$ cat src/rtl/conv_pkg.sv
package conv_pkg;

    ////////////////////////////////////////////////////////////
    // Array and datapath sizes
    ////////////////////////////////////////////////////////////

    parameter int BIT_WIDTH      = 8;
    parameter int NUM_CHANNEL    = 3;
    parameter int NUM_KERNEL     = 4;
    // Taps per window, one PE per tap
    parameter int KERNEL_SIZE    = 3;
    parameter int MAX_LINE_WIDTH = 64;
    parameter int LINE_CNT_WIDTH = $clog2(MAX_LINE_WIDTH + 1);

    parameter int PROD_WIDTH     = 2 * BIT_WIDTH;
    // 9 products of 255 x 255 still fit in 20 bits
    parameter int PSUM_WIDTH     = 20;

    ////////////////////////////////////////////////////////////
    // Data types
    ////////////////////////////////////////////////////////////

    // Channel 0 in the low bits
    typedef logic [NUM_CHANNEL-1:0][BIT_WIDTH-1:0] pixel_t;

    // Kernel 0 low, channel 0 low within each kernel
    typedef logic [NUM_KERNEL-1:0][NUM_CHANNEL-1:0][BIT_WIDTH-1:0] tap_weight_t;

    typedef logic [NUM_KERNEL-1:0][PSUM_WIDTH-1:0] psum_vec_t;
    typedef logic [NUM_KERNEL-1:0][PSUM_WIDTH-1:0] prod_vec_t;

    // Line controller states
    typedef enum logic [1:0] {
        IDLE,
        WAIT_WEIGHT,
        STREAM,
        DRAIN
    } ctrl_state_t;

endpackage

$ cat src/rtl/kernel_channel_pe.sv
`timescale 1ns/1ns

module kernel_channel_pe (
    input  logic                  clk,
    input  logic                  rst,
    input  conv_pkg::pixel_t      i_pixel,
    input  conv_pkg::tap_weight_t i_weight,
    input  logic                  i_val,
    input  logic                  i_last,
    output conv_pkg::prod_vec_t   o_prod,
    output logic                  o_prod_val,
    output logic                  o_prod_last
);

    import conv_pkg::*;

    logic [PROD_WIDTH-1:0] mult [NUM_KERNEL][NUM_CHANNEL];
    prod_vec_t             dot;

    // Channel dot product of one pixel per kernel
    always_comb begin
        for (int k = 0; k < NUM_KERNEL; k++) begin
            dot[k] = '0;
            for (int c = 0; c < NUM_CHANNEL; c++) begin
                mult[k][c] = i_pixel[c] * i_weight[k][c];
                dot[k]     = dot[k] + PSUM_WIDTH'(mult[k][c]);
            end
        end
    end

    always_ff @(posedge clk) begin
        if (i_val) begin
            o_prod <= dot;
        end
    end

    always_ff @(posedge clk) begin
        if (rst) begin
            o_prod_val  <= 1'b0;
            o_prod_last <= 1'b0;
        end else begin
            o_prod_val  <= i_val;
            o_prod_last <= i_val && i_last;
        end
    end

endmodule

$ cat config.mk
export PLATFORM = sky130hd
export DESIGN_NAME = kernel_channel_pe
export DESIGN_NICKNAME = d
export VERILOG_FILES = /design/src/rtl/conv_pkg.sv /design/src/rtl/kernel_channel_pe.sv
export SDC_FILE = /design/constraint.sdc
export NUM_CORES = 2
export LEC_CHECK = 0
export BUFFER_PORTS_ARGS = -buffer_cell sky130_fd_sc_hd__buf_2
export CAP_MARGIN = 30
export CORE_UTILIZATION = 35
export CTS_BUF_LIST = sky130_fd_sc_hd__clkbuf_8
export DETAILED_ROUTE_END_ITERATION = 6
export SKIP_CTS_REPAIR_TIMING = 1
export SLEW_MARGIN = 10
export SYNTH_ARGS = -nofsm -noshare
export SYNTH_HDL_FRONTEND = slang
export SYNTH_SLANG_ARGS = --single-unit
$ cat constraint.sdc
create_clock -name clk -period 16.2 [get_ports clk]
set_input_delay 0.81 -clock clk [delete_from_list [all_inputs] [get_ports clk]]
set_output_delay 0.81 -clock clk [all_outputs]
set_load 0.02 [all_outputs]
---- After elaboration in Yosys (flattened, before gate mapping) ----
Index checks and enable logic that the tools add are counted.
operators by class
  add/sub/neg operators ................... 8
  multipliers ............................. 12
  reductions and logical operators ........ 1
operators with widths
  operator             count
  $mul A8 B8 Y16       12
  $add A17 B16 Y18     4
  $add A16 B16 Y17     4
  $logic_and A1 B1 Y1  1
word-level totals
  register bits after elaboration ......... 82
  output and inout port bits .............. 82
  word-level logic and storage cells ...... 27

---- Longest topological paths before layout ----
  depth in word-level cells ............... 3
  depth in mapped cells ................... 23

---- Worst setup path after synthesis ----
No wires, ideal clock.
  path kind ............................... input -> register
  from .................................... input i_pixel[5] (netlist bit)
  to ...................................... register o_prod[57] (netlist bit), data pin
  setup time .............................. 265 ps
  arrival time ............................ 6304 ps
  required time ........................... 15935 ps
  slack ................................... 9631 ps
  stages on the path ...................... 21
  cells stage by stage .................... clkbuf_1 -> nand2_1 -> fa_1 -> inv_1 -> fa_1 -> inv_1 -> fa_1 -> fa_1 -> inv_1 -> fa_1 -> fa_1 -> inv_1 -> fa_1 -> inv_1 -> ha_1 -> o21a_1 -> o21ai_1 -> a22oi_2 -> a31o_1 -> and3b_1 -> or3_1
RTL lines
  element               line                     RTL
  from (decl)           kernel_channel_pe.sv:6   input conv_pkg::pixel_t i_pixel,
  to (signal assigned)  kernel_channel_pe.sv:33  o_prod <= dot;
  to (decl)             kernel_channel_pe.sv:10  output conv_pkg::prod_vec_t o_prod,

==> flow_summary.toml <==
[placement]
placed_cells_incl_taps = 4432
io_buffer_count = 197
place_hpwl_mm = 64.7
place.gp.congestion = 0.851

[clock_network]
clock_tree.htree_level_count = 3
cts.clk_slew.worst_paths_ps = 100
cts_made_buffers = 9
cts_root_buf = "sky130_fd_sc_hd__clkbuf_8"
numClockSinks = 74
tritoncts = "yes"
clk_path_buf_depth = 2

[outcome]
status = "finished, final reports clean"

[final_layout]
mostFrequentLayoutCell = "sky130_fd_sc_hd__inv_1"
nets = 4473
layout-area-overhead-vs-synth_pct = 8.06
n_fill_cell = 8635
final_layout_size_suffix_gt1_share_pct = 6.79
layout.cells.most_common_list = "sky130_fd_sc_hd__inv_1, sky130_fd_sc_hd__fa_1, sky130_fd_sc_hd__and2_1"
finish.cell_count_without_fillers = 4460

[detailed_routing]
met1_length_mm = 32.8
route.antenna.remaining_nets = 0
detail_route.first_pass.iterations = 5
detailroute.wirelength.met2_mm = 40.1
drt-wirelength-per-cell_um = 17.6
dr_drc_count = 0
drt_iter0_drc = 752
wl_met3_mm = 4.10
route.vias.total = 20500
detail_route.vias_per_cell = 4.61
maxUsedRoutingLayer = "met5"
finalWirelength_mm = 78.7

[synthesis]
synthCells = 3169
number_of_enable_flip_flop_cells_after_synthesis = 72
yosys_register_bits = 74
post_synth_cell_types = 61
avgSynthCellArea_um2 = 9.42
flip_flop_cell_with_the_highest_count_after_synthesis = "sky130_fd_sc_hd__edfxtp_1"
syn_area_um2 = 29900
yosysWarnings = 0
async_flop_share_pct = 0
synth-seq-area-share_pct = 7.37

[sta]
setup-violations-final = 0
layout_min_cycle_time_ps = 6990
hold_viol = 0
worst_slew_margin_rel_pct = 33.6
timing.setup.tns_ps = 0
min_period_over_period_pct = 43.1
grt_setup_unrepaired = "false"
timing_worst_slew_pin_value_ps = 997
fmax_mhz = 143
finalMaxSlewViolations = 0
worst_hold_slack_ps = 490

[critical_path]
critical_path.slowest_cell = "sky130_fd_sc_hd__buf_2"
worst_path_most_repeated_cell = "sky130_fd_sc_hd__fa_1"
crit_start_category = "input port"
crit_path_max_incr_delay_ps = 660
worst_ep_arrival_time_ps = 7190
cp.required_ps = 16400
worst_path_dominant_cell_family = "adder cells"
critical_path_capture_point_type = "flop"
path_cells = "buf_2 > nand2_1 > fa_1 > inv_1 > fa_1 > inv_1 > fa_1 > fa_1 > inv_1 > fa_1 > fa_1 > inv_1 > fa_1 > inv_1 > ha_1 > a21o_1 > a221oi_1 > o21ai_0 > a21oi_1 > mux2i_1 > o2111ai_1"
crit_path_max_fanout = 32
critical_path_class = "in -> reg"
buffers_plus_inverters_on_the_worst_setup_path = 6

[die]
floorplan.die.width_um = 294
initial_utilization_pct = 35.5
fp.dieH_um = 294
core_um2 = 84100
dieArea_um2 = 86500
row_count = 106
ios = 206

[run]
drv.max_cap_violation_count = 0

[global_route]
globalRouteOverflowTotal = 0
maximum_number_of_pins_on_one_net_before_global_route_repair = 40
antenna_found_initial = 32
number_of_global_route_vias_before_repair = 22600
grt_use_total_pct = 19.3
grt_first_pass_wirelength_mm = 127

[min_path]
hold_class = "in -> reg"
## registers in the layout, indices dropped and copies added (netlist names)
name / flops
o_prod: 72
o_prod_last: 1
o_prod_val: 1
## cell type report
type,count,area [um^2],share of cell area [%]
inverters,944,3540,11.0
diodes,12,30.0,0.0931
multi-input cells,2077,23800,73.8
clock buffers,9,124,0.384
flip-flops and latches,74,2200,6.82
repair buffers,203,1030,3.20
clock inverters,7,109,0.337
well taps,1134,1420,4.40
## cells in the mapped netlist, types with 3 or more instances
cell                       number  area (um^2)
sky130_fd_sc_hd__inv_1        944         3540
sky130_fd_sc_hd__fa_1         644        12900
sky130_fd_sc_hd__and2_1       516         3230
sky130_fd_sc_hd__ha_1         396         4950
sky130_fd_sc_hd__nand2_1      275         1030
sky130_fd_sc_hd__clkbuf_1      73          274
sky130_fd_sc_hd__edfxtp_1      72         2160
sky130_fd_sc_hd__xnor2_1       33          289
sky130_fd_sc_hd__nor2_1        29          109
sky130_fd_sc_hd__a21oi_1       23          115
sky130_fd_sc_hd__a21o_1        15          113
sky130_fd_sc_hd__o21ai_0       15         75.1
sky130_fd_sc_hd__and3_1        12         75.1
sky130_fd_sc_hd__xor2_1        12          105
sky130_fd_sc_hd__a211oi_1      10         75.1
sky130_fd_sc_hd__buf_4          8         60.1
sky130_fd_sc_hd__nor2b_1        7         43.8
sky130_fd_sc_hd__nor3_1         7         35.0
sky130_fd_sc_hd__o21a_1         7         52.6
sky130_fd_sc_hd__nand2b_1       4         25.0
sky130_fd_sc_hd__o211ai_1       4         30.0
sky130_fd_sc_hd__o21bai_1       4         30.0
sky130_fd_sc_hd__or3_1          4         25.0
sky130_fd_sc_hd__a211o_1        3         26.3
sky130_fd_sc_hd__a31oi_1        3         18.8
sky130_fd_sc_hd__nand3_1        3         15.0
## metrics by stage
step	instance area (um^2)	utilization [%]	setup WS, ps
floorplan	29900	-	9630
global placement	32000	38.1	8790
detailed placement	32000	38.1	8700
CTS	32200	38.3	9230
global route	32300	38.4	8850
finish	32300	38.4	9210
## cell families after synthesis
family | share of synthesized area, %
other | 0.0126
AND/OR/NAND/NOR | 15.7
flip-flops | 7.37
multiplexers | 0.0335
XOR/XNOR | 1.32
adder cells (fa/ha/maj) | 59.8
buffers and inverters | 13.0
AO/OA/AOI/OAI | 2.83
## final timing paths
kind | start | end | slack [ps] | cells past startpoint
worst max-delay path | i_pixel[5] | o_prod[14] | 9210 | 21
worst min-delay path | rst | o_prod_val | 490 | 2
## per-layer routing
metal	global-route usage [%]	up-vias
li1	-	9469
met2	34.0	465
met5	0	-
met4	4.98	30
met3	3.32	100
met1	24.2	10500
Power is left out: the tool's default activity adds up to more than one toggle a clock period on the data nets, which glitch-free logic cannot reach.
