===== config.mk =====
export PLATFORM = sky130hd
export DESIGN_NAME = line_ctrl
export DESIGN_NICKNAME = d
export VERILOG_FILES = /design/src/rtl/conv_pkg.sv /design/src/rtl/line_ctrl.sv
export SDC_FILE = /design/constraint.sdc
export NUM_CORES = 1
export LEC_CHECK = 0
export CORE_ASPECT_RATIO = 0.6
export CORE_MARGIN = 2
export CORE_UTILIZATION = 35
export DETAILED_ROUTE_END_ITERATION = 16
export DONT_BUFFER_PORTS = 1
export PLACE_DENSITY = 0.5
export SLEW_MARGIN = 30
export SYNTH_ARGS = -nofsm -noshare
export SYNTH_HDL_FRONTEND = slang
export SYNTH_SLANG_ARGS = --single-unit

===== constraint.sdc =====
create_clock -name clk -period 2.1 [get_ports clk]
set_clock_uncertainty 0.2 [all_clocks]
set_input_delay 0.105 -clock clk [delete_from_list [all_inputs] [get_ports clk]]
set_output_delay 0.105 -clock clk [all_outputs]
set_load 0.03 [all_outputs]

===== src/rtl/conv_pkg.sv =====
package conv_pkg;

    ////////////////////////////////////////////////////////////
    // Array and datapath sizes
    ////////////////////////////////////////////////////////////

    parameter int BIT_WIDTH      = 8;
    parameter int NUM_CHANNEL    = 3;
    parameter int NUM_KERNEL     = 4;
    // Taps per window, one PE per tap
    parameter int KERNEL_SIZE    = 3;
    parameter int MAX_LINE_WIDTH = 64;
    parameter int LINE_CNT_WIDTH = $clog2(MAX_LINE_WIDTH + 1);

    parameter int PROD_WIDTH     = 2 * BIT_WIDTH;
    // 9 products of 255 x 255 still fit in 20 bits
    parameter int PSUM_WIDTH     = 20;

    ////////////////////////////////////////////////////////////
    // Data types
    ////////////////////////////////////////////////////////////

    // Channel 0 in the low bits
    typedef logic [NUM_CHANNEL-1:0][BIT_WIDTH-1:0] pixel_t;

    // Kernel 0 low, channel 0 low within each kernel
    typedef logic [NUM_KERNEL-1:0][NUM_CHANNEL-1:0][BIT_WIDTH-1:0] tap_weight_t;

    typedef logic [NUM_KERNEL-1:0][PSUM_WIDTH-1:0] psum_vec_t;
    typedef logic [NUM_KERNEL-1:0][PSUM_WIDTH-1:0] prod_vec_t;

    // Line controller states
    typedef enum logic [1:0] {
        IDLE,
        WAIT_WEIGHT,
        STREAM,
        DRAIN
    } ctrl_state_t;

endpackage


===== src/rtl/line_ctrl.sv =====
`timescale 1ns/1ns

module line_ctrl #(
    parameter int MAX_WIDTH = conv_pkg::MAX_LINE_WIDTH
) (
    input  logic                                clk,
    input  logic                                rst,
    input  logic                                i_enable,
    input  logic [conv_pkg::LINE_CNT_WIDTH-1:0] i_line_width,
    input  logic                                i_weights_ready,
    input  logic                                i_data_val,
    output logic                                o_data_req,
    output logic                                o_line_start,
    output logic                                o_line_last_pixel
);

    import conv_pkg::*;

    localparam logic [LINE_CNT_WIDTH-1:0] WIDTH_LIMIT = LINE_CNT_WIDTH'(MAX_WIDTH);

    ctrl_state_t               state;
    logic [LINE_CNT_WIDTH-1:0] width_q;
    logic [LINE_CNT_WIDTH-1:0] req_cnt;
    logic                      line_start_q;
    logic                      last_req_q;
    logic                      start_line;
    logic                      last_req;

    ////////////////////////////////////////////////////////////
    // Request generation
    ////////////////////////////////////////////////////////////

    assign start_line = i_enable && i_weights_ready &&
                        ((state == WAIT_WEIGHT) || (state == DRAIN));
    assign o_data_req = (state == STREAM) && i_enable;
    assign last_req   = o_data_req && (req_cnt == width_q - 1'b1);

    assign o_line_start      = line_start_q;
    // Pixel of the last request lands one cycle later
    assign o_line_last_pixel = i_data_val && last_req_q;

    always_ff @(posedge clk) begin
        if (rst) begin
            state        <= IDLE;
            width_q      <= '0;
            req_cnt      <= '0;
            line_start_q <= 1'b0;
            last_req_q   <= 1'b0;
        end else begin
            line_start_q <= start_line;
            last_req_q   <= last_req;

            if (start_line) begin
                width_q <= (i_line_width > WIDTH_LIMIT) ? WIDTH_LIMIT : i_line_width;
                req_cnt <= '0;
            end else if (o_data_req) begin
                req_cnt <= req_cnt + 1'b1;
            end

            case (state)
                IDLE: begin
                    if (i_enable) begin
                        state <= WAIT_WEIGHT;
                    end
                end
                WAIT_WEIGHT, DRAIN: begin
                    if (!i_enable) begin
                        state <= IDLE;
                    end else if (start_line) begin
                        state <= STREAM;
                    end else begin
                        state <= WAIT_WEIGHT;
                    end
                end
                STREAM: begin
                    if (!i_enable) begin
                        state <= IDLE;
                    end else if (last_req) begin
                        state <= DRAIN;
                    end
                end
                default: state <= IDLE;
            endcase
        end
    end

    // Source must answer each request exactly one cycle later
    a_data_val_after_req: assert property (
        @(posedge clk) disable iff (rst) i_data_val |-> $past(o_data_req)
    );

endmodule


## Yosys cells after proc, flatten, opt, wreduce, memory -nomap -nowiden

Cells that the tools add are included.

| word-level totals | value |
|---|---|
| bits in registers | 18 |
| latch bits | 0 |
| RAM bits | 0 |
| bits in read-only memories | 0 |
| input port bits | 12 |
| memories kept | 0 |

| operators by class | value |
|---|---|
| add/subtract/negate cells | 2 |
| multipliers | 0 |
| divide/modulo/power cells | 0 |
| order comparisons | 1 |
| eq/ne operators | 6 |
| shift operators | 0 |
| muxes and demuxes | 7 |
| bitwise logic cells | 0 |
| reduce and logical (&&, ||, !) cells | 10 |

Operators with widths:

| operator | number |
|---|---|
| 2-to-1 mux 2 bit | 5 |
| adder 7 x 1 -> 7 bit, second input constant | 1 |
| equality test 7 bit | 1 |
| > comparator 7 bit, second input constant | 1 |
| 2-to-1 mux 7 bit | 1 |
| subtractor 7 x 1 -> 7 bit, second input constant | 1 |
| case mux 2 bit (3 select lines) | 1 |
| logical AND 1 bit | 5 |
| equality test 2 bit, second input constant | 2 |
| OR reduction 2 bit | 2 |
| inequality test 3 bit, second input constant | 1 |
| equality test 2 x 1 -> 1 bit, second input constant | 1 |
| zero test 2 bit | 1 |
| inequality test 2 bit, second input constant | 1 |
| AND reduction 2 bit | 1 |
| logical OR 1 bit | 1 |

## Longest topological paths before layout

| depth | value |
|---|---|
| depth in word-level cells | 6 |
| depth in mapped cells | 7 |
| depth with buffers taken out | 7 |

## Least setup slack after synthesis

OpenSTA, ideal clock, no wires.

| timing | value |
|---|---|
| path kind | register to register |
| start point | reg width_q[0] |
| end point | reg state[0] |
| arrival time | 1.592 ns |
| setup slack | 0.221 ns |
| stages on the path, launching flop included | 8 |
| cells stage by stage | dfxtp_1 > inv_1 > ha_1 > nor2b_1 > or3_1 > a31oi_1 > nand4_1 > a221oi_2 |

| between the ends | value |
|---|---|
| cells in the longest elaborated chain, start to end | 5 |

Ends and longest elaborated chain:

| item | line | source |
|---|---|---|
| start, declared | line_ctrl.sv:22 | `logic [LINE_CNT_WIDTH-1:0] width_q;` |
| start signal, assigned | line_ctrl.sv:54 | `width_q <= (i_line_width > WIDTH_LIMIT) ? WIDTH_LIMIT : i_line_width;` |
| subtractor 7 x 1 -> 7 bit | line_ctrl.sv:36 | `assign last_req = o_data_req && (req_cnt == width_q - 1'b1);` |
| equality test 7 bit | line_ctrl.sv:36 |  |
| logical AND 1 bit | line_ctrl.sv:36 |  |
| inequality test 3 bit (no source line) | n/a |  |
| AND reduction 2 bit (no source line) | n/a |  |
| end signal, assigned | line_ctrl.sv:44 | `state <= IDLE;` |
| end signal, assigned | line_ctrl.sv:63 | `state <= WAIT_WEIGHT;` |
| end signal, assigned | line_ctrl.sv:68 | `state <= IDLE;` |
| end, declared | line_ctrl.sv:21 | `ctrl_state_t state;` |

No other way between the ends.
A chain may end at the register's enable or synchronous reset.

## Final worst setup path

Same ends and word-level chain as after synthesis.

==> flow_summary.ini <==
[grt]
grt_first_pass_wirelength_um = 2850
grt_pass1_vias = 622
antenna_found_initial = 0
grt_overflow = 0
grt_use_total = 0.139
grt_max_degree = 11

[clocking]
cts.path.max_buffers = 2
htreeDepth = 1
cts-root-buf = clkbuf_8
clkTransAtPathRegs_ns = 0.07
clock_sink_count = 18
cts-buffers-inserted = 3
insertion_delay_ns = 0.25
cts_tree = done

[logic_synthesis]
syn_nets = 101
synthTopCellsByArea = dfxtp_1 44%, xnor2_1 13%, a22o_1 5.3%, nor2_1 4.1%, xor2_1 3.2%
syn_avg_cell_area_um2 = 9.48
ys_seq_elements = 18
yosysTopAreaCell = dfxtp_1
synth_flop_cell = dfxtp_1
yosysWarnings = 0
seq_area_frac_synth = 0.437
syn_area_um2 = 825
synth_edf_count = 0
postSynth.asyncResetShare = 0
synth_top_area_frac = 0.437
yosysUniqueCellTypes = 26
syn-instance-count = 87

[pwr]
powerDensity_mw_per_mm2 = 650
leakagePower_nw = 0.372
swShare = 0.209
clockPowerShare = 0.418
internal_power_mw = 0.538
pwr-share-comb = 0.067
seq_power_share = 0.515
peakVddDrop_v = 0.000263
power.switching_mw = 0.142
finalPower_mw = 0.680

[placed_design]
place_congestion = 0.739
io_buffers = 0
place_area_um2 = 868
dp_hpwl_um = 1220

[worst_setup_path]
critical_path_class = reg -> reg
critPathMaxStageDelay_ns = 0.35
reg2reg_slack_ns = 0.19
reg2reg_from = width_q[0]
cp_num_cells = 7
cp_max_fo = 5
crit_path_start = width_q[0]
ff2ff_path_depth = 7
cp-endpoint = state[0]
crit_chain = inv_1 -> ha_2 -> nor2b_1 -> or3_1 -> a31oi_1 -> nand4_1 -> a221oi_2
cpLargestDelayFamily = simple AND/OR/NAND/NOR gates
r2r-end = state[0]
end_kind = flip-flop
critPathLaunchType = flip-flop
crit_slowest_cell = dfxtp_2
cp.required_ns = 2.07
arrival_ns = 1.89
cp_num_buf_inv = 1

[timing]
hold_violations = 0
tns_ns = 0
worstMarginPinSlew_ns = 0.531
slew_headroom = 0.644
period_needed_ns = 1.91
fin_crit_sh = 0.911
setup_violations = 0
drv_slew = 0
rsz0062_at_grt = false
max_freq_mhz = 523

[min_path]
hold_path_class = in -> reg

[route]
post_drt_wl_per_cell_um = 12.8
dr.pass1.iters = 4
ant_nets = 0
vias_per_cell = 4.98
first_iter_violations = 17
drt_wl_total_um = 1710
via_count = 662
drc = 0

[final_layout]
utilization = 0.477
drive_gt1_frac = 0.0971
antenna_cells = 0
design_area_mm2 = 0.00105
final_common_cell = dfxtp_1
ff_latch_area_um2 = 362
area_growth_pct = 27.0
multi_input_area_um2 = 450
most-common-layout-cells = 17 x dfxtp_1, 12 x xnor2_1, 12 x dlygate4sd3_1
finalNetCount = 118
fillers = 223

[floorplanning]
die_y_um = 41.6
rows = 13
ios = 15
die_area_mm2 = 0.00277
core_mm2 = 0.00220
start_util = 0.375
die_w_um = 66.7

[flow_run]
timing.max_cap.violations = 0

[run_status]
status = finished clean
## synth_stat cells (2+ instances only)
cell and count:
nor2b_1 2, nand3_1 3, o21ai_0 3, and3b_1 2, a22o_1 5, nor3_1 5
inv_1 2, and4_1 2, ha_1 2, dfxtp_1 18, nand2_1 4, xnor2_1 12
a31oi_1 3, nor2_1 9, nand2b_1 2, xor2_1 3
## metal layers
metal,routed length (µm),track usage,share of wire
met3,116,0.0678,0.068
met4,0,0.0367,0
met1,886,0.182,0.52
met2,704,0.206,0.41
met5,0,0,0
## cell families after synthesis
family	synth area share
fa+ha+maj	0.0303
simple gates	0.212
mux	0.0121
flops	0.437
xor+xnor	0.159
buf+inv	0.0197
compound gates	0.129
## how the worst min path moves through the flow
stage | startpoint | endpoint | slack (ns) | cells after the start
2_1_floorplan | i_weights_ready | state[0] | -0.0005 | 1
4_1_cts | rst | width_q[2] | 0.006 | 2
3_5_place_dp | i_weights_ready | state[0] | 0.002 | 1
6_report | i_enable | req_cnt[3] | 0.007 | 2
3_3_place_gp | i_weights_ready | state[0] | 0.0007 | 1
5_1_grt | i_enable | req_cnt[0] | 0.01 | 2
## sequential cells by signal (all words and copies together) (netlist names)
| signal | count |
|---|---|
| last_req_q | 1 |
| o_line_start | 1 |
| req_cnt | 7 |
| state | 2 |
| width_q | 7 |
## through the flow
step	hold WS (ns)	std cells	setup WS, ns
finish	0.00718	133	0.186
floorplan	-0.000455	87	0.221
global placement	0.000702	117	0.165
global route	0.0111	133	0.0390
detailed placement	0.00180	117	0.0863
CTS	0.00631	133	0.0622
## layout make-up
cell class	count	area share
Timing Repair Buffer	14	0.129
Sequential cell	18	0.345
Inverter	2	0.00717
Tap cell	30	0.0358
Clock buffer	4	0.0526
Multi-Input combinational cell	65	0.430
## power groups by stage
stage	sequential [mW]	combinational [mW]	clock (mW)
after detailed placement	0.358	0.0277	0
after CTS	0.350	0.0453	0.292
after global routing	0.350	0.0500	0.312
final	0.350	0.0456	0.285
after floorplan	0.357	0.0232	0
after global placement	0.358	0.0277	0
## repair_timing
action | in CTS | in global routing
buffers inserted | 0 | 0
gates resized for setup | 0 | 2
endpoints found under the setup margin | 0 | 2
hold endpoints to repair | 18 | 0
hold buffers | 12 | 0
Note: power is estimated with default switching activity, not from simulation.
