--- config.mk ---
export PLATFORM = sky130hd
export DESIGN_NAME = weight_buffer
export DESIGN_NICKNAME = d
export VERILOG_FILES = /design/src/rtl/conv_pkg.sv /design/src/rtl/weight_buffer.sv
export SDC_FILE = /design/constraint.sdc
export NUM_CORES = 1
export LEC_CHECK = 0
export BUFFER_PORTS_ARGS = -buffer_cell sky130_fd_sc_hd__buf_4
export CAP_MARGIN = 5
export CORE_UTILIZATION = 35
export CTS_BUF_LIST = sky130_fd_sc_hd__clkbuf_4 sky130_fd_sc_hd__clkbuf_8
export CTS_CLUSTER_DIAMETER = 30
export CTS_CLUSTER_SIZE = 25
export DETAILED_ROUTE_END_ITERATION = 16
export HOLD_SLACK_MARGIN = 0.15
export PLACE_DENSITY = 0.62
export SYNTH_ARGS = -nofsm -noshare
export SYNTH_HDL_FRONTEND = slang
export SYNTH_SLANG_ARGS = --single-unit
--- constraint.sdc ---
create_clock -name clk -period 2.8 [get_ports clk]
set_input_delay 0.42 -clock clk [delete_from_list [all_inputs] [get_ports clk]]
set_output_delay 0.42 -clock clk [all_outputs]
set_load 0.02 [all_outputs]
--- src/rtl/conv_pkg.sv ---
package conv_pkg;

    ////////////////////////////////////////////////////////////
    // Array and datapath sizes
    ////////////////////////////////////////////////////////////

    parameter int BIT_WIDTH      = 8;
    parameter int NUM_CHANNEL    = 3;
    parameter int NUM_KERNEL     = 4;
    // Taps per window, one PE per tap
    parameter int KERNEL_SIZE    = 3;
    parameter int MAX_LINE_WIDTH = 64;
    parameter int LINE_CNT_WIDTH = $clog2(MAX_LINE_WIDTH + 1);

    parameter int PROD_WIDTH     = 2 * BIT_WIDTH;
    // 9 products of 255 x 255 still fit in 20 bits
    parameter int PSUM_WIDTH     = 20;

    ////////////////////////////////////////////////////////////
    // Data types
    ////////////////////////////////////////////////////////////

    // Channel 0 in the low bits
    typedef logic [NUM_CHANNEL-1:0][BIT_WIDTH-1:0] pixel_t;

    // Kernel 0 low, channel 0 low within each kernel
    typedef logic [NUM_KERNEL-1:0][NUM_CHANNEL-1:0][BIT_WIDTH-1:0] tap_weight_t;

    typedef logic [NUM_KERNEL-1:0][PSUM_WIDTH-1:0] psum_vec_t;
    typedef logic [NUM_KERNEL-1:0][PSUM_WIDTH-1:0] prod_vec_t;

    // Line controller states
    typedef enum logic [1:0] {
        IDLE,
        WAIT_WEIGHT,
        STREAM,
        DRAIN
    } ctrl_state_t;

endpackage

--- src/rtl/weight_buffer.sv ---
`timescale 1ns/1ns

module weight_buffer (
    input  logic                                                 clk,
    input  logic                                                 rst,
    input  logic                                                 i_enable,
    input  conv_pkg::tap_weight_t                                i_weight,
    input  logic                                                 i_weight_val,
    output logic                                                 o_weight_req,
    output conv_pkg::tap_weight_t [conv_pkg::KERNEL_SIZE-1:0]    o_tap_weights,
    output logic                                                 o_weights_ready
);

    import conv_pkg::*;

    localparam int CNT_W = $clog2(KERNEL_SIZE + 1);

    logic [CNT_W-1:0] req_cnt;
    logic [CNT_W-1:0] rcv_cnt;
    logic             store_beat;

    // Requests stop the cycle enable falls
    assign o_weight_req    = i_enable && (req_cnt != CNT_W'(KERNEL_SIZE));
    assign o_weights_ready = (rcv_cnt == CNT_W'(KERNEL_SIZE));

    // A beat arriving in the first disabled cycle is dropped
    assign store_beat = i_weight_val && i_enable && !o_weights_ready;

    always_ff @(posedge clk) begin
        if (rst || !i_enable) begin
            req_cnt <= '0;
            rcv_cnt <= '0;
        end else begin
            if (o_weight_req) begin
                req_cnt <= req_cnt + 1'b1;
            end
            if (store_beat) begin
                rcv_cnt <= rcv_cnt + 1'b1;
            end
        end
    end

    // Beats come in tap order, so the receive count is the slot
    always_ff @(posedge clk) begin
        if (rst || !i_enable) begin
            o_tap_weights <= '0;
        end else if (store_beat) begin
            o_tap_weights[rcv_cnt] <= i_weight;
        end
    end

    // Full set loaded means the request side is finished too
    a_no_req_when_ready: assert property (
        @(posedge clk) disable iff (rst) o_weights_ready |-> !o_weight_req
    );

endmodule

Word level (Yosys, flattened, before mapping)
Cells that the tools add are included.
{ "totals": {"regBits": 292, "input_bits": 100} }
{ "op_classes": {"addsub": 2, "n_lt_le_gt_ge": 2, "eq_ne": 2, "mux": 3, "reduce_logical": 7} }
{ "op_table": {"columns": ["operator", "count"], "rows": [
  ["$bwmux W288", 1],
  ["$demux W96 S2", 1],
  ["$mux W96", 1],
  ["$add A2 B1 Y2 const B", 2],
  ["$logic_and A1 B1 Y1", 4],
  ["$lt A2 B3 Y1 const B", 1],
  ["$eq A2 B2 Y1 const B", 1],
  ["$ge A2 B1 Y1 const B", 1],
  ["$logic_not A1 Y1", 2],
  ["$ne A2 B2 Y1 const B", 1],
  ["$logic_or A1 B1 Y1", 1]
]} }

Logic depth before layout (Yosys ltp)
{ "depth": {"ltp_word": 5, "depth_mapped": 8, "mapped_depth_nobuf": 5} }

Worst setup path before layout
Ideal clock, no wire load.
{ "synth_timing": {"kind": "reg2reg", "start": "register rcv_cnt[0]", "end": "register o_tap_weights[104] in the netlist's numbering", "setup_ns": 0.132, "t_arrival_ns": 1.443, "slack_ns": 1.224, "stages_incl_launch_ff": 8, "synth_period_minus_slack_ns": 1.576, "cell_sequence": "dfxtp_1 > ha_1 > and4b_1 > buf_4 > buf_6 > buf_6 > nand2_1 > a21oi_1"} }
{ "synth_via": {"elab_cells_between_ends": 9} }
{ "synth_lines": {"columns": ["element", "line_no", "text"], "rows": [
  ["from (decl)", "weight_buffer.sv:19", "logic [CNT_W-1:0] rcv_cnt;"],
  ["from (signal assigned)", "weight_buffer.sv:38", "rcv_cnt <= rcv_cnt + 1'b1;"],
  ["$eq A2 B2 Y1", "weight_buffer.sv:24", "assign o_weights_ready = (rcv_cnt == CNT_W'(KERNEL_SIZE));"],
  ["named net o_weights_ready", "weight_buffer.sv:11", "output logic o_weights_ready"],
  ["$logic_not A1 Y1", "weight_buffer.sv:27", "assign store_beat = i_weight_val && i_enable && !o_weights_ready;"],
  ["$logic_and A1 B1 Y1", "weight_buffer.sv:27", null],
  ["to (signal, indexed assignment)", "weight_buffer.sv:48", "o_tap_weights[rcv_cnt] <= i_weight;"],
  ["to (decl)", "weight_buffer.sv:10", "output conv_pkg::tap_weight_t [conv_pkg::KERNEL_SIZE-1:0] o_tap_weights,"]
]} }
The timed path passes the listed nets, and every way through them passes these cells.
A chain may end at the register's enable or synchronous reset.

Final worst setup path
{ "layout_timing": {"start": "register rcv_cnt[0]", "end": "register o_tap_weights[49] in the netlist's numbering"} }
{ "layout_via": {"elab_chain_len": 5, "elab_cells_between_ends": 9} }
{ "layout_rtl": {"columns": ["element", "line_no"], "rows": [
  ["$lt A2 B3 Y1 (implied by the code) / $ge A2 B1 Y1 (equally long branches)", "weight_buffer.sv:48"],
  ["$logic_and A1 B1 Y1 (implied by the code)", "weight_buffer.sv:48"],
  ["$mux W96 (implied by the code)", "weight_buffer.sv:48"],
  ["$demux W96 S2", "weight_buffer.sv:48"],
  ["$bwmux W288", "weight_buffer.sv:48"]
]} }
Parallel ways exist; a longest one is shown, timed or not.

==> reports/qor.txt <==
Cell count along the critical path = 5
Count leader, synth = nand2_1
Number of max-cap violations = 0
Sequential fraction of the synthesis area = 57.1%
Crit path cell chain = ha_1 > nand4b_4 > buf_12 > nand2_1 > a21oi_1
# setup viols final = 0
Tot GR Track Use = 22.3%
Yosys top cell by area = dfxtp_1
Via density = 4.71
Worst R2R Setup Slack = 0.74 ns
Max-slew violation count = 0
IR drop worst, VDD = 0.419 mV
Flop pwr share = 40.1%
Synth Area in Compound Gates = 14.1%
Distinct cells, synth = 18
Critical path class = reg2reg
Final WS setup = 0.736 ns
Largest family of logic cells by synthesized area = simple AND/OR/NAND/NOR gates
Layout net count = 1,855
Drt total wl = 34,200 um
Async SR Flop Fraction = 0%
Sink Count = 292
Worst-Margin Slew = 0.762 ns
# IOs = 390
Crit-path slowest cell = nand4b_4
Worst-case reg-to-reg path depth = 5
CTS tree = built
Most used DFF post-synth = dfxtp_1
Post-CTS Setup Repair Bufs = 0
Final Critical Period = 2.06 ns
Top cells by count, synth = nand2_1 (576), dfxtp_1 (292), a21oi_1 (288)
Multiplexer share of the synthesized area = 0.196%
Multi-input logic area = 3860 sq um
Port bufs = 389
Post-Synth Simple-Gate Area = 22.2%
Finished Layout Cells = 2,186
Initial antenna violation count = 0
Initial core utilization = 35.7%
Switching part of the total = 23.3%
Average size of a mapped cell = 8.01 sq um
Synth Net Count = 1,383
Die width = 173 um
Post-synth EDFFs = 0
Fmax = 484 MHz
Critical Path AT = 2.47 ns
Clock share of power = 53.7%
Largest net degree at the start of global routing = 128
Die Y = 173 um
Dpl ws = 0.750 ns
Max Root-Sink Buffers = 3
Startpoint Class = flop
# placed instances = 1,970
Die area = 29,900 sq um
Setup crit end kind = flop
Post-synth design cell area = 10,200 sq um
Max Clock Skew = 0.0288 ns
Initial DRC Count = 520
Wirelength per Cell = 15.6 um
Internal Pwr Total = 8090 uW
Fillers = 2,647
Family with the most delay on the worst path = simple AND/OR/NAND/NOR gates
DRC Markers = 0
Fin. Hold Viols = 0
Clk_lat worst skew = 0.57 ns
Switching power = 2450 uW
CP max stage delay = 0.60 ns
Rows = 62
P_leak = 0.00636 uW
RD Place Congestion = 0.827
RSZ-0062 raised after global routing = no
Worst-path clk slew = 0.06 ns
CTS Buf Count = 66
First-pass GRT wire length = 53,900 um
Number of global-route vias before repair = 9,870
Area Overhead vs Synth = 55.2%
Layout cells sized above 1 = 29.6%
Synth area leaders = dfxtp_1 (57%), nand2_1 (21%), a21oi_1 (14%), buf_2 (2.4%), buf_6 (1.7%)
CP max FO = 65
Post-synthesis cell count = 1,278
Reg2Reg Capture Point = o_tap_weights[49]
Ys Warns = 0
TNS Setup = 0 ns
Hold WC Path Type = in2reg
Logic pwr share = 6.3%
XOR/XNOR Fraction of Synth Area = 0.171%
Diode count = 0
Core ar. = 28,700 sq um
Worst Path Buf+Inv = 1
Pre-antenna DRT Iters = 5
Share of the synthesized area in the top cell type = 57.1%
Synth Area in Adders = 0.611%
Clock Tree Root = clkbuf_8
Status = complete, no violations
Overflow after GRT = 0
Final ANT Viol Nets = 0
H-Tree Depth = 3
Rel. slew slack = 49.2%
CP endpoint = o_tap_weights[49]
Required time of the critical path = 3.20 ns
FF-to-FF Start = rcv_cnt[0]
Crit. Startpoint = rcv_cnt[0]
Vias = 10,300
Hpwl dp = 22,000 um
Power Dens Cells = 663 nW/um^2
Fin crit share = 73.7%
Post-synthesis sequential element count = 292
Storage cell area = 5850 sq um
repair_timing:
item | 4_1_cts | 5_1_grt
gates resized for setup | 0 | 0
hold endpoints to repair | 283 | 0
hold buffers | 96 | 0
sequential cells by signal, summed over array words and instances (netlist names):
| name | cells |
|---|---|
| o_tap_weights | 288 |
| rcv_cnt | 2 |
| req_cnt | 2 |
metal layers:
layer | share of wire, % | GRT usage [%]
met5 | 0 | 0
met4 | 2.9 | 9.44
met3 | 7.9 | 7.06
met2 | 47 | 36.5
met1 | 42 | 26.9
layout make-up:
type,count,share of cell area [%]
clock inverters,36,2.99
flip-flops and latches,292,36.8
repair buffers,502,25.8
clock buffers,84,7.04
multi-input cells,886,24.3
well taps,384,3.03
inverters,2,0.0473
worst min-delay path by stage:
stage | startpoint | endpoint | cells past startpoint
finish | rst | o_tap_weights[59] | 3
global route | rst | o_tap_weights[262] | 3
CTS | rst | o_tap_weights[59] | 3
detailed placement | o_tap_weights[87] | o_tap_weights[87] | 2
global placement | o_tap_weights[107] | o_tap_weights[107] | 2
floorplan | req_cnt[1] | req_cnt[1] | 2
cells by family (layout without fill, tap and decap cells):
family,count (synthesis),in the layout
AOI/OAI and AO/OA,288,288
buffers and inverters,100,624
xor gates and xnor gates,2,2
DFF,292,292
and+or+nand+nor,589,589
adders and majority gates,5,5
muxes,2,2
layout by cell type, fill, tap and decap left out, types with 3 or more instances in the layout:
cell,synthesis,routed
nand2_1,576,576
buf_4,7,399
dfxtp_1,292,292
a21oi_1,288,288
dlygate4sd3_1,0,96
clkbuf_8,0,78
clkinv_2,0,11
bufinv_16,0,10
clkinvlp_4,0,9
buf_12,0,7
clkbuf_4,0,6
ha_1,5,5
nor2_1,4,4
inv_6,0,4
and4b_4,0,3
nand4b_4,0,3
through the flow:
| step | area [sq um] | util [%] | hold WS, ns | total power, uW |
|---|---|---|---|---|
| 2_1_floorplan | 10200 | - | 0.468 | 4570 |
| 3_3_place_gp | 13300 | 46.4 | 0.441 | 4860 |
| 3_5_place_dp | 13300 | 46.4 | 0.447 | 4860 |
| 4_1_cts | 15900 | 55.3 | 0.261 | 10700 |
| 5_1_grt | 15900 | 55.3 | 0.297 | 11000 |
| 6_report | 15900 | 55.3 | 0.309 | 10500 |
power groups by stage:
stage / Clock [uW] / Sequential [uW] / Combinational (uW)
after global placement: 0 / 4310 / 549
after global routing: 6030 / 4220 / 708
after detailed placement: 0 / 4310 / 552
final: 5650 / 4220 / 661
after floorplan: 0 / 4350 / 213
after CTS: 5770 / 4220 / 663
worst min-delay path: cells and delay by family:
kind / cells / cell delay [ns]
and+or+nand+nor: 1 / 0.25
buffers and inverters: 1 / 0.08
AOI/OAI and AO/OA: 1 / 0.06
(Power assumes the default switching activity.)
