==> src/rtl/conv_pkg.sv <==
package conv_pkg;

    ////////////////////////////////////////////////////////////
    // Array and datapath sizes
    ////////////////////////////////////////////////////////////

    parameter int BIT_WIDTH      = 8;
    parameter int NUM_CHANNEL    = 3;
    parameter int NUM_KERNEL     = 4;
    // Taps per window, one PE per tap
    parameter int KERNEL_SIZE    = 3;
    parameter int MAX_LINE_WIDTH = 64;
    parameter int LINE_CNT_WIDTH = $clog2(MAX_LINE_WIDTH + 1);

    parameter int PROD_WIDTH     = 2 * BIT_WIDTH;
    // 9 products of 255 x 255 still fit in 20 bits
    parameter int PSUM_WIDTH     = 20;

    ////////////////////////////////////////////////////////////
    // Data types
    ////////////////////////////////////////////////////////////

    // Channel 0 in the low bits
    typedef logic [NUM_CHANNEL-1:0][BIT_WIDTH-1:0] pixel_t;

    // Kernel 0 low, channel 0 low within each kernel
    typedef logic [NUM_KERNEL-1:0][NUM_CHANNEL-1:0][BIT_WIDTH-1:0] tap_weight_t;

    typedef logic [NUM_KERNEL-1:0][PSUM_WIDTH-1:0] psum_vec_t;
    typedef logic [NUM_KERNEL-1:0][PSUM_WIDTH-1:0] prod_vec_t;

    // Line controller states
    typedef enum logic [1:0] {
        IDLE,
        WAIT_WEIGHT,
        STREAM,
        DRAIN
    } ctrl_state_t;

endpackage

==> src/rtl/input_window.sv <==
`timescale 1ns/1ns

module input_window (
    input  logic                                          clk,
    input  logic                                          rst,
    input  logic                                          i_line_start,
    input  conv_pkg::pixel_t                              i_data,
    input  logic                                          i_data_val,
    input  logic                                          i_line_last_pixel,
    output conv_pkg::pixel_t [conv_pkg::KERNEL_SIZE-1:0]  o_window,
    output logic                                          o_window_val,
    output logic                                          o_window_last
);

    import conv_pkg::*;

    localparam int FILL_W = $clog2(KERNEL_SIZE + 1);

    logic [FILL_W-1:0] fill_cnt;
    logic              fills_window;

    // This pixel completes a window of the current line
    assign fills_window = i_data_val && !i_line_start &&
                          (fill_cnt >= FILL_W'(KERNEL_SIZE - 1));

    // Oldest pixel in tap 0, newest enters at the top
    always_ff @(posedge clk) begin
        if (i_data_val) begin
            o_window <= {i_data, o_window[KERNEL_SIZE-1:1]};
        end
    end

    ////////////////////////////////////////////////////////////
    // Fill tracking and position masking
    ////////////////////////////////////////////////////////////

    always_ff @(posedge clk) begin
        if (rst) begin
            fill_cnt      <= '0;
            o_window_val  <= 1'b0;
            o_window_last <= 1'b0;
        end else begin
            o_window_val  <= fills_window;
            o_window_last <= fills_window && i_line_last_pixel;
            if (i_line_start) begin
                fill_cnt <= i_data_val ? FILL_W'(1) : '0;
            end else if (i_data_val && (fill_cnt != FILL_W'(KERNEL_SIZE))) begin
                fill_cnt <= fill_cnt + 1'b1;
            end
        end
    end

endmodule

==> config.mk <==
export PLATFORM = sky130hd
export DESIGN_NAME = input_window
export DESIGN_NICKNAME = d
export VERILOG_FILES = /design/src/rtl/conv_pkg.sv /design/src/rtl/input_window.sv
export SDC_FILE = /design/constraint.sdc
export NUM_CORES = 1
export LEC_CHECK = 0
export BUFFER_PORTS_ARGS = -buffer_cell sky130_fd_sc_hd__buf_2
export CELL_PAD_IN_SITES_DETAIL_PLACEMENT = 1
export CELL_PAD_IN_SITES_GLOBAL_PLACEMENT = 2
export CORE_AREA = 10 10 94 113
export DETAILED_ROUTE_END_ITERATION = 10
export DIE_AREA = 0 0 104 123
export PLACE_DENSITY_LB_ADDON = 0.3
export SYNTH_ARGS = -nofsm -noshare
export SYNTH_HDL_FRONTEND = slang
export SYNTH_SLANG_ARGS = --single-unit
==> constraint.sdc <==
create_clock -name clk -period 0.97 [get_ports clk]
set_input_delay 0.194 -clock clk [delete_from_list [all_inputs] [get_ports clk]]
set_output_delay 0.194 -clock clk [all_outputs]
set_load 0.01 [all_outputs]
* Word level (Yosys, flattened, before mapping)
Cells that the tools add are included.
Word-level totals: register bits 76, latch bits 0, memory bits (writable) 0, bits in read-only memories 0, output and inout bits 74, word-level logic and storage cells 24, memories kept 0
Operators by class: $add $sub $neg 1, multipliers 0, div/mod/pow operators 0, magnitude comparators 1, eq/ne operators 1, shifts and indexed selects 0, multiplexer cells 3, bitwise operators 0, reductions and logical operators 6
Operator list (number):
- logical AND 1 bit | 4
- two-way mux 2 bit | 2
- adder 2 x 1 -> 2 bit (second input constant) | 1
- >= comparator 2 bit (second input constant) | 1
- != test 2 bit (second input constant) | 1
- nonzero test 2 bit | 1
- logical NOT 1 bit | 1
- two-way mux 1 bit | 1

* Logic depth before layout (Yosys ltp)
Gate-level depths: netlist of run 1.
depth after elaboration 4, depth in mapped cells 4, depth with buffers taken out 4

* Worst setup path after synthesis of run 1
Ideal clock, no wire load.
path kind flip-flop to flip-flop, start reg fill_cnt[0], end reg fill_cnt[0], data arrival time 844 ps, required time 882 ps, slack 38 ps, cell stages (with the launch flop) 4, buffers on the path 0, period minus slack after synthesis 932 ps, path through dfxtp_1 -> ha_1 -> nor2b_4 -> o32ai_2
On the way: longest elaborated chain between the ends 3, elaborated cells on any way between the ends 6, those cells by class add/sub (1); eq/ne (1); mux (2); reduce/logical (2)
Ends and longest elaborated chain:
- start, declared | line input_window.sv:19 | logic [FILL_W-1:0] fill_cnt;
- start signal, assigned | line input_window.sv:46 | fill_cnt <= i_data_val ? FILL_W'(1) : '0;
- start signal, assigned | line input_window.sv:48 | fill_cnt <= fill_cnt + 1'b1;
- adder 2 x 1 -> 2 bit / != test 2 bit (equally long branches) | line input_window.sv:48, input_window.sv:47
- two-way mux 2 bit / logical AND 1 bit (equally long branches) | line input_window.sv:47 | end else if (i_data_val && (fill_cnt != FILL_W'(KERNEL_SIZE))) begin
- two-way mux 2 bit / nonzero test 2 bit (equally long branches)
Several ways; a longest one is shown, not always the timed one. The select of a mux whose other input is x is not followed. A chain may end at the register's enable or synchronous reset.

* Worst setup path in the final report of run 1
start reg o_window[27] (netlist name), end out o_window[27] (netlist name)
RTL lines:
- start, declared | line input_window.sv:10 | output conv_pkg::pixel_t [conv_pkg::KERNEL_SIZE-1:0] o_window,
- start signal, assigned | line input_window.sv:29 | o_window <= {i_data, o_window[KERNEL_SIZE-1:1]};
No word-level cell between the ends.

==> out/metrics.cfg, run 1 <==
[status]
status=finished, violations left
violations=setup timing

[routing]
drtIter0Drc=34
via_per_inst=3.88
ant_nets=0
vias=1407
drt_wl_total_um=5630
first_pass_iters=4
drc=0
avgRoutedWirePerCell_um=15.5

[sta]
postLayoutSetupSlackWorst_ns=-0.163
holdWs_ns=0.0236
final.period_utilization=1.17
rsz0062_at_grt=yes
clock.fmax_mhz=882
hold_viol_final=0
fin_worst_skew_ns=0.00933
slew_headroom=0.863
report.final.setup_viol=72
drv_slew=0
fin_crit_ns=1.13
worst_slew_pin_slew_ns=0.205

[clock_network]
cts_buffers=9
cts_max_level=3
clockRootBuffer=clkbuf_8
cts.sinks=76
cts_buffer_depth=2
cts_tree=yes
clkLatencyLatePin_ns=0.34
cts.clk_slew.worst_paths_ns=0.08

[floorplan]
design.die.area_sq_um=12800
num_rows=37
ios=103
start_util=0.282
die_h_um=123
core-area_sq_um=8430
die_x_um=104

[synthesis]
syn_area_sq_um=2380
syn_avg_cell_area_sq_um=26.1
ys_seq_elements=76
yosysUniqueCellTypes=15
ys_seq_area_frac=0.944
syn_inst=91
yosys_warnings=0
syn_nets=122

[finish]
drive_above_1_share=0.650
final_cells=363
diodes=0
final_nets=272
fin_util=0.427
syn_to_final_growth_pct=51.4

[placed_design]
hpwl_um=4160
io_buffers=102
placed_cells=317
gp_congestion=0.658

[global_route]
grt_pass1_vias=1462
antenna_found_initial=0
grt_start_max_net_pins=26
grt_first_pass_wirelength_um=8420
grt_usage=0.0871
grt_overflow=0

[critical_path]
r2r-start=fill_cnt[0]
crit_buf_inv=1
startpoint=o_window[27]
r2r-end=fill_cnt[1]
crit_slowest_cell=edfxtp_1
rrSetupSlack_ns=0.02
path_depth=1
crit_path_end=o_window[27]
cp_slowest_stage_delay_ns=0.43
critPathMaxFanout=2
cp_cell_sequence=buf_2
worstSetupEndpointType=output port
crit_family=flip-flops
cp.arrival_ns=0.94
r2r_cells=4
crit_required_ns=0.78
critical_path_class=flip-flop to output port
cp-start-kind=flip-flop

[power]
powerDensity_nw_per_um2=1840
leakage_uw=0.00148
irDropWorstVdd_mv=0.742
power_uw=6610

[worst_hold_path]
hold_path.class=input port to flip-flop
hold_start=i_data[20]

[flow_run]
drv_cap=0

[sequential cells by signal, indices dropped and copies added (netlist names)]
register / flops
o_window_val: 1
fill_cnt: 2
o_window: 72
o_window_last: 1
[worst reg2reg max path, delay by kind of cell (launching register included)]
family,cells,cell delay (ns)
DFF,1,0.38
adders and majority gates,1,0.24
AOI/OAI and AO/OA,1,0.11
and+or+nand+nor,1,0.07
buffers and inverters,1,0.04
[through the flow]
stage / worst slack (ns) / instance area (sq um) / TNS [ns]
after global placement: -0.0178 / 3110 / -0.0285
after global routing: -0.210 / 3600 / -10.77
after CTS: -0.189 / 3450 / -8.79
after detailed placement: -0.0504 / 3110 / -0.163
after floorplan: 0.0381 / 2380 / 0
final: -0.163 / 3600 / -6.74
[cell usage after synthesis]
| master | number | area, sq um |
|---|---|---|
| nor2b_4 | 1 | 13.8 |
| inv_1 | 1 | 3.75 |
| o32ai_2 | 1 | 16.3 |
| o211a_1 | 1 | 10.0 |
| nand3b_1 | 1 | 7.51 |
| nor4b_2 | 1 | 15.0 |
| ha_1 | 2 | 25.0 |
| o21ai_1 | 1 | 5.00 |
| nand2b_1 | 2 | 12.5 |
| o21ba_2 | 1 | 10.0 |
| nor2_1 | 1 | 3.75 |
| dfxtp_1 | 4 | 80.1 |
| edfxtp_1 | 72 | 2160 |
| nor2b_1 | 1 | 6.26 |
| nor3_1 | 1 | 5.00 |
[layout make-up]
type | instances | area, sq um
fillers | 881 | 4830
clock buffers | 10 | 128
repair buffers | 139 | 867
flip-flops and latches | 76 | 2250
inverters | 1 | 6.26
well taps | 117 | 146
clock inverters | 6 | 31.3
multi-input cells | 14 | 166
[cell families (layout without fill, tap and decap cells)]
kind of cell,Yosys count,after routing,synth area share
DFF,76,76,0.944
and+or+nand+nor,8,8,0.0269
AOI/OAI and AO/OA,4,4,0.0174
adders and majority gates,2,2,0.0105
buffers and inverters,1,156,0.00158
[power by group]
part	internal [uW]	total, uW	switching [uW]	leakage (uW)
Combinational	344	671	327	0.000664
Sequential	3850	3940	92.1	0.000740
Clock	898	2000	1100	0.0000748
[repair_timing]
item	4_1_cts	5_1_grt
endpoints found under the hold margin	0	3
buffers inserted	18	9
pin swaps	0	2
resized for setup	10	10
hold buffers	0	3
setup endpoints to repair	78	77
[layout by cell type, fill, tap and decap left out]
| cell | n |
|---|---|
| buf_12 | 2 |
| buf_2 | 94 |
| buf_4 | 33 |
| buf_6 | 7 |
| clkbuf_1 | 1 |
| clkbuf_8 | 9 |
| clkinv_1 | 3 |
| clkinv_2 | 1 |
| clkinvlp_4 | 2 |
| dfxtp_2 | 2 |
| dfxtp_4 | 2 |
| dlygate4sd3_1 | 3 |
| edfxtp_1 | 72 |
| ha_4 | 2 |
| inv_4 | 1 |
| nand2b_1 | 2 |
| nand3b_1 | 1 |
| nor2_1 | 1 |
| nor2b_1 | 1 |
| nor2b_4 | 1 |
| nor3_1 | 1 |
| nor4b_2 | 1 |
| o211a_1 | 1 |
| o21ai_4 | 1 |
| o21ba_2 | 1 |
| o32ai_2 | 1 |
[layer usage]
metal  vias to the layer above  GRT usage  routed length, um
li1                        662          -                  -
met1                       674     0.0873               2010
met2                        61      0.153               3060
met3                        10     0.0396                487
met4                         0     0.0418                 70
met5                         -          0                  0
[how the worst min path moves through the flow]
stage                          to  slack, ns  cells past startpoint
finish               o_window[68]       0.02                      1
global route         o_window[64]     0.0002                      1
CTS                  o_window[66]     0.0002                      1
detailed placement   o_window[67]       0.37                      1
global placement     o_window[58]       0.37                      1
floorplan           o_window_last       0.27                      1
(Power assumes the default switching activity.)
==> inputs of run 2 (changes only) <==
--- a/config.mk
+++ b/config.mk
@@ -11,7 +11,9 @@
 export CORE_AREA = 10 10 94 113
 export DETAILED_ROUTE_END_ITERATION = 10
 export DIE_AREA = 0 0 104 123
+export MAX_ROUTING_LAYER = met4
 export PLACE_DENSITY_LB_ADDON = 0.3
+export SETUP_SLACK_MARGIN = 0.02
 export SYNTH_ARGS = -nofsm -noshare
 export SYNTH_HDL_FRONTEND = slang
 export SYNTH_SLANG_ARGS = --single-unit
==> run 2 against run 1 <==
  * The flow still finishes with violations (setup timing)
  * Critical endpoint unchanged
  * Worst setup slack better by 0.0074 ns
  * Critical path type unchanged
  * Sequential power about the same
  * Clock-buffer cell count unchanged
==> out/metrics.cfg, run 2 (synthesis results as in run 1) <==
[global_route]
grt_pass1_vias=1477
grt_usage=0.0894
grt_first_pass_wirelength_um=8400
grt_start_max_net_pins=26
grt_overflow=0
antenna_found_initial=0

[critical_path]
critPathMaxFanout=2
crit_family=flip-flops
cp_slowest_stage_delay_ns=0.43
worstSetupEndpointType=output port
crit_slowest_cell=edfxtp_1
crit_required_ns=0.78
cp_cell_sequence=buf_2
crit_buf_inv=1
cp-start-kind=flip-flop
critical_path_class=flip-flop to output port
cp.arrival_ns=0.93

[clock_network]
cts_buffer_depth=2
cts_max_level=3
cts.sinks=76
cts_buffers=9
cts.clk_slew.worst_paths_ns=0.08
clkLatencyLatePin_ns=0.34
clockRootBuffer=clkbuf_8
cts_tree=yes

[status]
status=finished, violations left
violations=setup timing

[floorplan]
num_rows=37
design.die.area_sq_um=12800
ios=103
die_x_um=104
die_h_um=123
core-area_sq_um=8430
start_util=0.282

[finish]
syn_to_final_growth_pct=51.0
largest-register=o_window
layout_commonest_cell=buf_2
fillers=880
fin_area_sq_um=3590
largest_reg_flops=72
drive_above_1_share=0.660
layout_common_cells=94 x buf_2, 72 x edfxtp_1, 33 x buf_4
final_nets=270
diodes=0
largest_registers=o_window: 72 flops, fill_cnt: 2 flops
fin_util=0.426

[routing]
drt_wl_total_um=5620
drc=0
ant_nets=0
via_per_inst=3.87
avgRoutedWirePerCell_um=15.6
vias=1396
drtIter0Drc=30
first_pass_iters=4

[sta]
hold_viol_final=0
holdWs_ns=0.0271
clock.fmax_mhz=888
report.final.setup_viol=72
fin_worst_skew_ns=0.00965
finalSetupTns_ns=-6.30
final.period_utilization=1.16
postLayoutSetupSlackWorst_ns=-0.156
rsz0062_at_grt=yes
slew_headroom=0.865
drv_slew=0
worst_slew_pin_slew_ns=0.203
fin_crit_ns=1.13

[power]
irDropWorstVdd_mv=0.743
powerDensity_nw_per_um2=1840
leakage_uw=0.00147

[placed_design]
gp_congestion=0.664
post-place-ws_ns=-0.0504
place_area_sq_um=3110
io_buffers=102
hpwl_um=4160

[worst_hold_path]
hold_path.class=input port to flip-flop

[flow_run]
drv_cap=0

[run 2: final timing paths]
kind | from | cells after the start | to | slack, ns
setup reg to reg | fill_cnt[0] | 4 | fill_cnt[1] | 0.01
setup / recovery | o_window[27] | 1 | o_window[27] | -0.16
hold / removal | i_data[18] | 1 | o_window[66] | 0.03
hold reg to reg | o_window[57] | 0 | o_window[33] | 0.45
[run 2: what timing repair did]
action                                 4_1_cts  5_1_grt
resized for setup                           13       10
pin swaps                                    1        2
setup endpoints to repair                   78       78
setup buffers                               18        9
endpoints found under the hold margin        0        1
hold buffers                                 0        1
[run 2: metrics by stage]
step	instances	total power (uW)
3_5_place_dp	317	4550
5_1_grt	361	6940
4_1_cts	351	6640
3_3_place_gp	317	4530
2_1_floorplan	91	4150
6_report	361	6600
[run 2: layout make-up]
type,count,area [sq um],area share
flip-flops and latches,76,2250,0.628
repair buffers,137,847,0.236
multi-input cells,14,178,0.0495
well taps,117,146,0.0408
clock buffers,10,128,0.0356
clock inverters,6,31.3,0.00872
inverters,1,6.26,0.00174
[run 2: layer usage]
metal	track usage	vias up	routed length [um]
met5	-	-	0
met4	0.0470	0	46
met3	0.0312	8	370
met2	0.153	59	3120
met1	0.0892	671	2080
li1	-	658	-
[run 2: report_power, final]
part	total, uW	switching, uW	leakage (uW)	internal, uW
Sequential	3940	93.2	0.000740	3850
Combinational	670	328	0.000658	342
Clock	1990	1090	0.0000748	899
==> inputs of run 3 (changes only) <==
--- a/config.mk
+++ b/config.mk
@@ -6,11 +6,9 @@
 export NUM_CORES = 1
 export LEC_CHECK = 0
 export BUFFER_PORTS_ARGS = -buffer_cell sky130_fd_sc_hd__buf_2
-export CELL_PAD_IN_SITES_DETAIL_PLACEMENT = 1
-export CELL_PAD_IN_SITES_GLOBAL_PLACEMENT = 2
-export CORE_AREA = 10 10 94 113
+export CORE_AREA = 10 10 93 111
 export DETAILED_ROUTE_END_ITERATION = 10
-export DIE_AREA = 0 0 104 123
+export DIE_AREA = 0 0 103 121
 export MAX_ROUTING_LAYER = met4
 export PLACE_DENSITY_LB_ADDON = 0.3
 export SETUP_SLACK_MARGIN = 0.02
==> run 3 against run 2 <==
  * The run still ends with setup timing left
  * First-iteration DRC count increased to 2.7 times the previous value
  * Non-clock buffer count decreased by 1
  * Clock power grew 38%
  * Sequential power about the same
  * Combinational power about the same
  * Core utilization is 2.5 points higher
  * Worst setup slack improved by 0.012 ns
  * Fmax up 1.1%
  * Largest power group unchanged
  * Highest routed layer unchanged
==> out/metrics.cfg, run 3 (synthesis results as in run 1) <==
[status]
status=finished, violations left
violations=setup timing

[sta]
slew_headroom=0.882
finalSetupTns_ns=-6.56
holdWs_ns=0.0257
rsz0062_at_grt=yes
final.period_utilization=1.15
worst_slew_pin_slew_ns=0.176
clock.fmax_mhz=898
fin_crit_ns=1.11
postLayoutSetupSlackWorst_ns=-0.143
fin_worst_skew_ns=0.00406
hold_viol_final=0
drv_slew=0
report.final.setup_viol=72

[placed_design]
hpwl_um=4120
gp_congestion=0.706
io_buffers=102

[power]
power_frac_seq=0.535
irDropWorstVdd_mv=0.659
leakage_uw=0.00151
p_comb_frac=0.091
powerDensity_nw_per_um2=2010
intPower_uw=5880
swShare=0.201
clkPwrFrac=0.373
p_sw_uw=1480

[critical_path]
worstSetupEndpointType=output port
crit_slowest_cell=edfxtp_1
crit_required_ns=0.78
critical_path_class=flip-flop to output port
cp_cell_sequence=buf_2
crit_buf_inv=1
path_depth=1
crit_family=flip-flops
cp_slowest_stage_delay_ns=0.42
critPathMaxFanout=2
r2r_cells=4
cp.arrival_ns=0.92
cp-start-kind=flip-flop

[finish]
largest-register=o_window
largest_reg_flops=72
regArea_sq_um=2250
drive_above_1_share=0.617
final_nets=269
syn_to_final_growth_pct=53.8
layout_common_cells=93 x buf_2, 72 x edfxtp_1, 22 x buf_4
layout_commonest_cell=buf_2
multiInputGateArea_sq_um=166
largest_registers=o_window: 72 flops, fill_cnt: 2 flops
fillers=747
fin_util=0.451

[worst_hold_path]
hold_path.class=input port to flip-flop
hold_depth=1

[clock_network]
clockRootBuffer=clkbuf_8
cts.clk_slew.worst_paths_ns=0.07
cts_buffers=9
cts_buffer_depth=2
cts_max_level=3
cts_tree=yes
cts.sinks=76
clkLatencyLatePin_ns=0.34

[floorplan]
die_h_um=121
start_util=0.293
ios=103
die_x_um=103
design.die.area_sq_um=12500
num_rows=36
core-area_sq_um=8110

[global_route]
met2_usage=0.158
grt_start_max_net_pins=27
grt_busiest_layer=met2
grtUsageMet3=0.0393
grt_overflow=0
grt_pass1_vias=1395
antenna_found_initial=1
grt_usage=0.0897
gr-usage-met1=0.0774
grt_first_pass_wirelength_um=7740

[routing]
drc=0
avgRoutedWirePerCell_um=16.3
drt_wl_total_um=5540
ant_nets=0
via_per_inst=4.07
first_pass_iters=4
vias=1380
drtIter0Drc=80

[flow_run]
drv_cap=0

run 3: power groups by stage:
stage | logic [uW] | registers, uW | clock network, uW
3_5_place_dp | 539 | 4010 | 0
3_3_place_gp | 532 | 4000 | 0
2_1_floorplan | 31.1 | 4120 | 0
5_1_grt | 721 | 3970 | 2980
4_1_cts | 604 | 3940 | 2850
6_report | 672 | 3940 | 2740
run 3: what timing repair did:
| action | in CTS | in global routing |
|---|---|---|
| setup buffers | 12 | 8 |
| hold buffers | 1 | 9 |
| hold endpoints to repair | 1 | 9 |
| resized for setup | 8 | 12 |
| gates cloned | 0 | 0 |
| pin swaps | 1 | 1 |
| endpoints found under the setup margin | 78 | 77 |
run 3: per-layer routing:
layer,up-vias,share of wire
met2,45,0.60
met3,6,0.060
met5,-,0
met1,671,0.33
li1,658,-
met4,0,0.013
run 3: cell type report:
class,count,share of cell area
timing repair buffer,136,0.241
clock buffer,10,0.0349
inverter,1,0.00103
multi-input combinational,14,0.0455
sequential,76,0.616
tap,95,0.0325
clock inverter,6,0.0281
antenna,1,0.000685
run 3: final timing paths:
| path | from | slack, ns | to |
|---|---|---|---|
| max reg2reg | fill_cnt[0] | 0.03 | fill_cnt[1] |
| min | i_data[19] | 0.03 | o_window[67] |
| min reg2reg | o_window[24] | 0.44 | o_window[0] |
| max | o_window[61] | -0.14 | o_window[61] |
run 3: per-stage QoR:
step / worst slack, ns / total power [uW] / instances / cell area, sq um
5_1_grt: -0.212 / 7670 / 339 / 3650
2_1_floorplan: 0.0381 / 4150 / 91 / 2380
3_3_place_gp: -0.0167 / 4530 / 292 / 3080
6_report: -0.143 / 7360 / 339 / 3650
4_1_cts: -0.182 / 7390 / 321 / 3440
3_5_place_dp: -0.0602 / 4550 / 292 / 3080
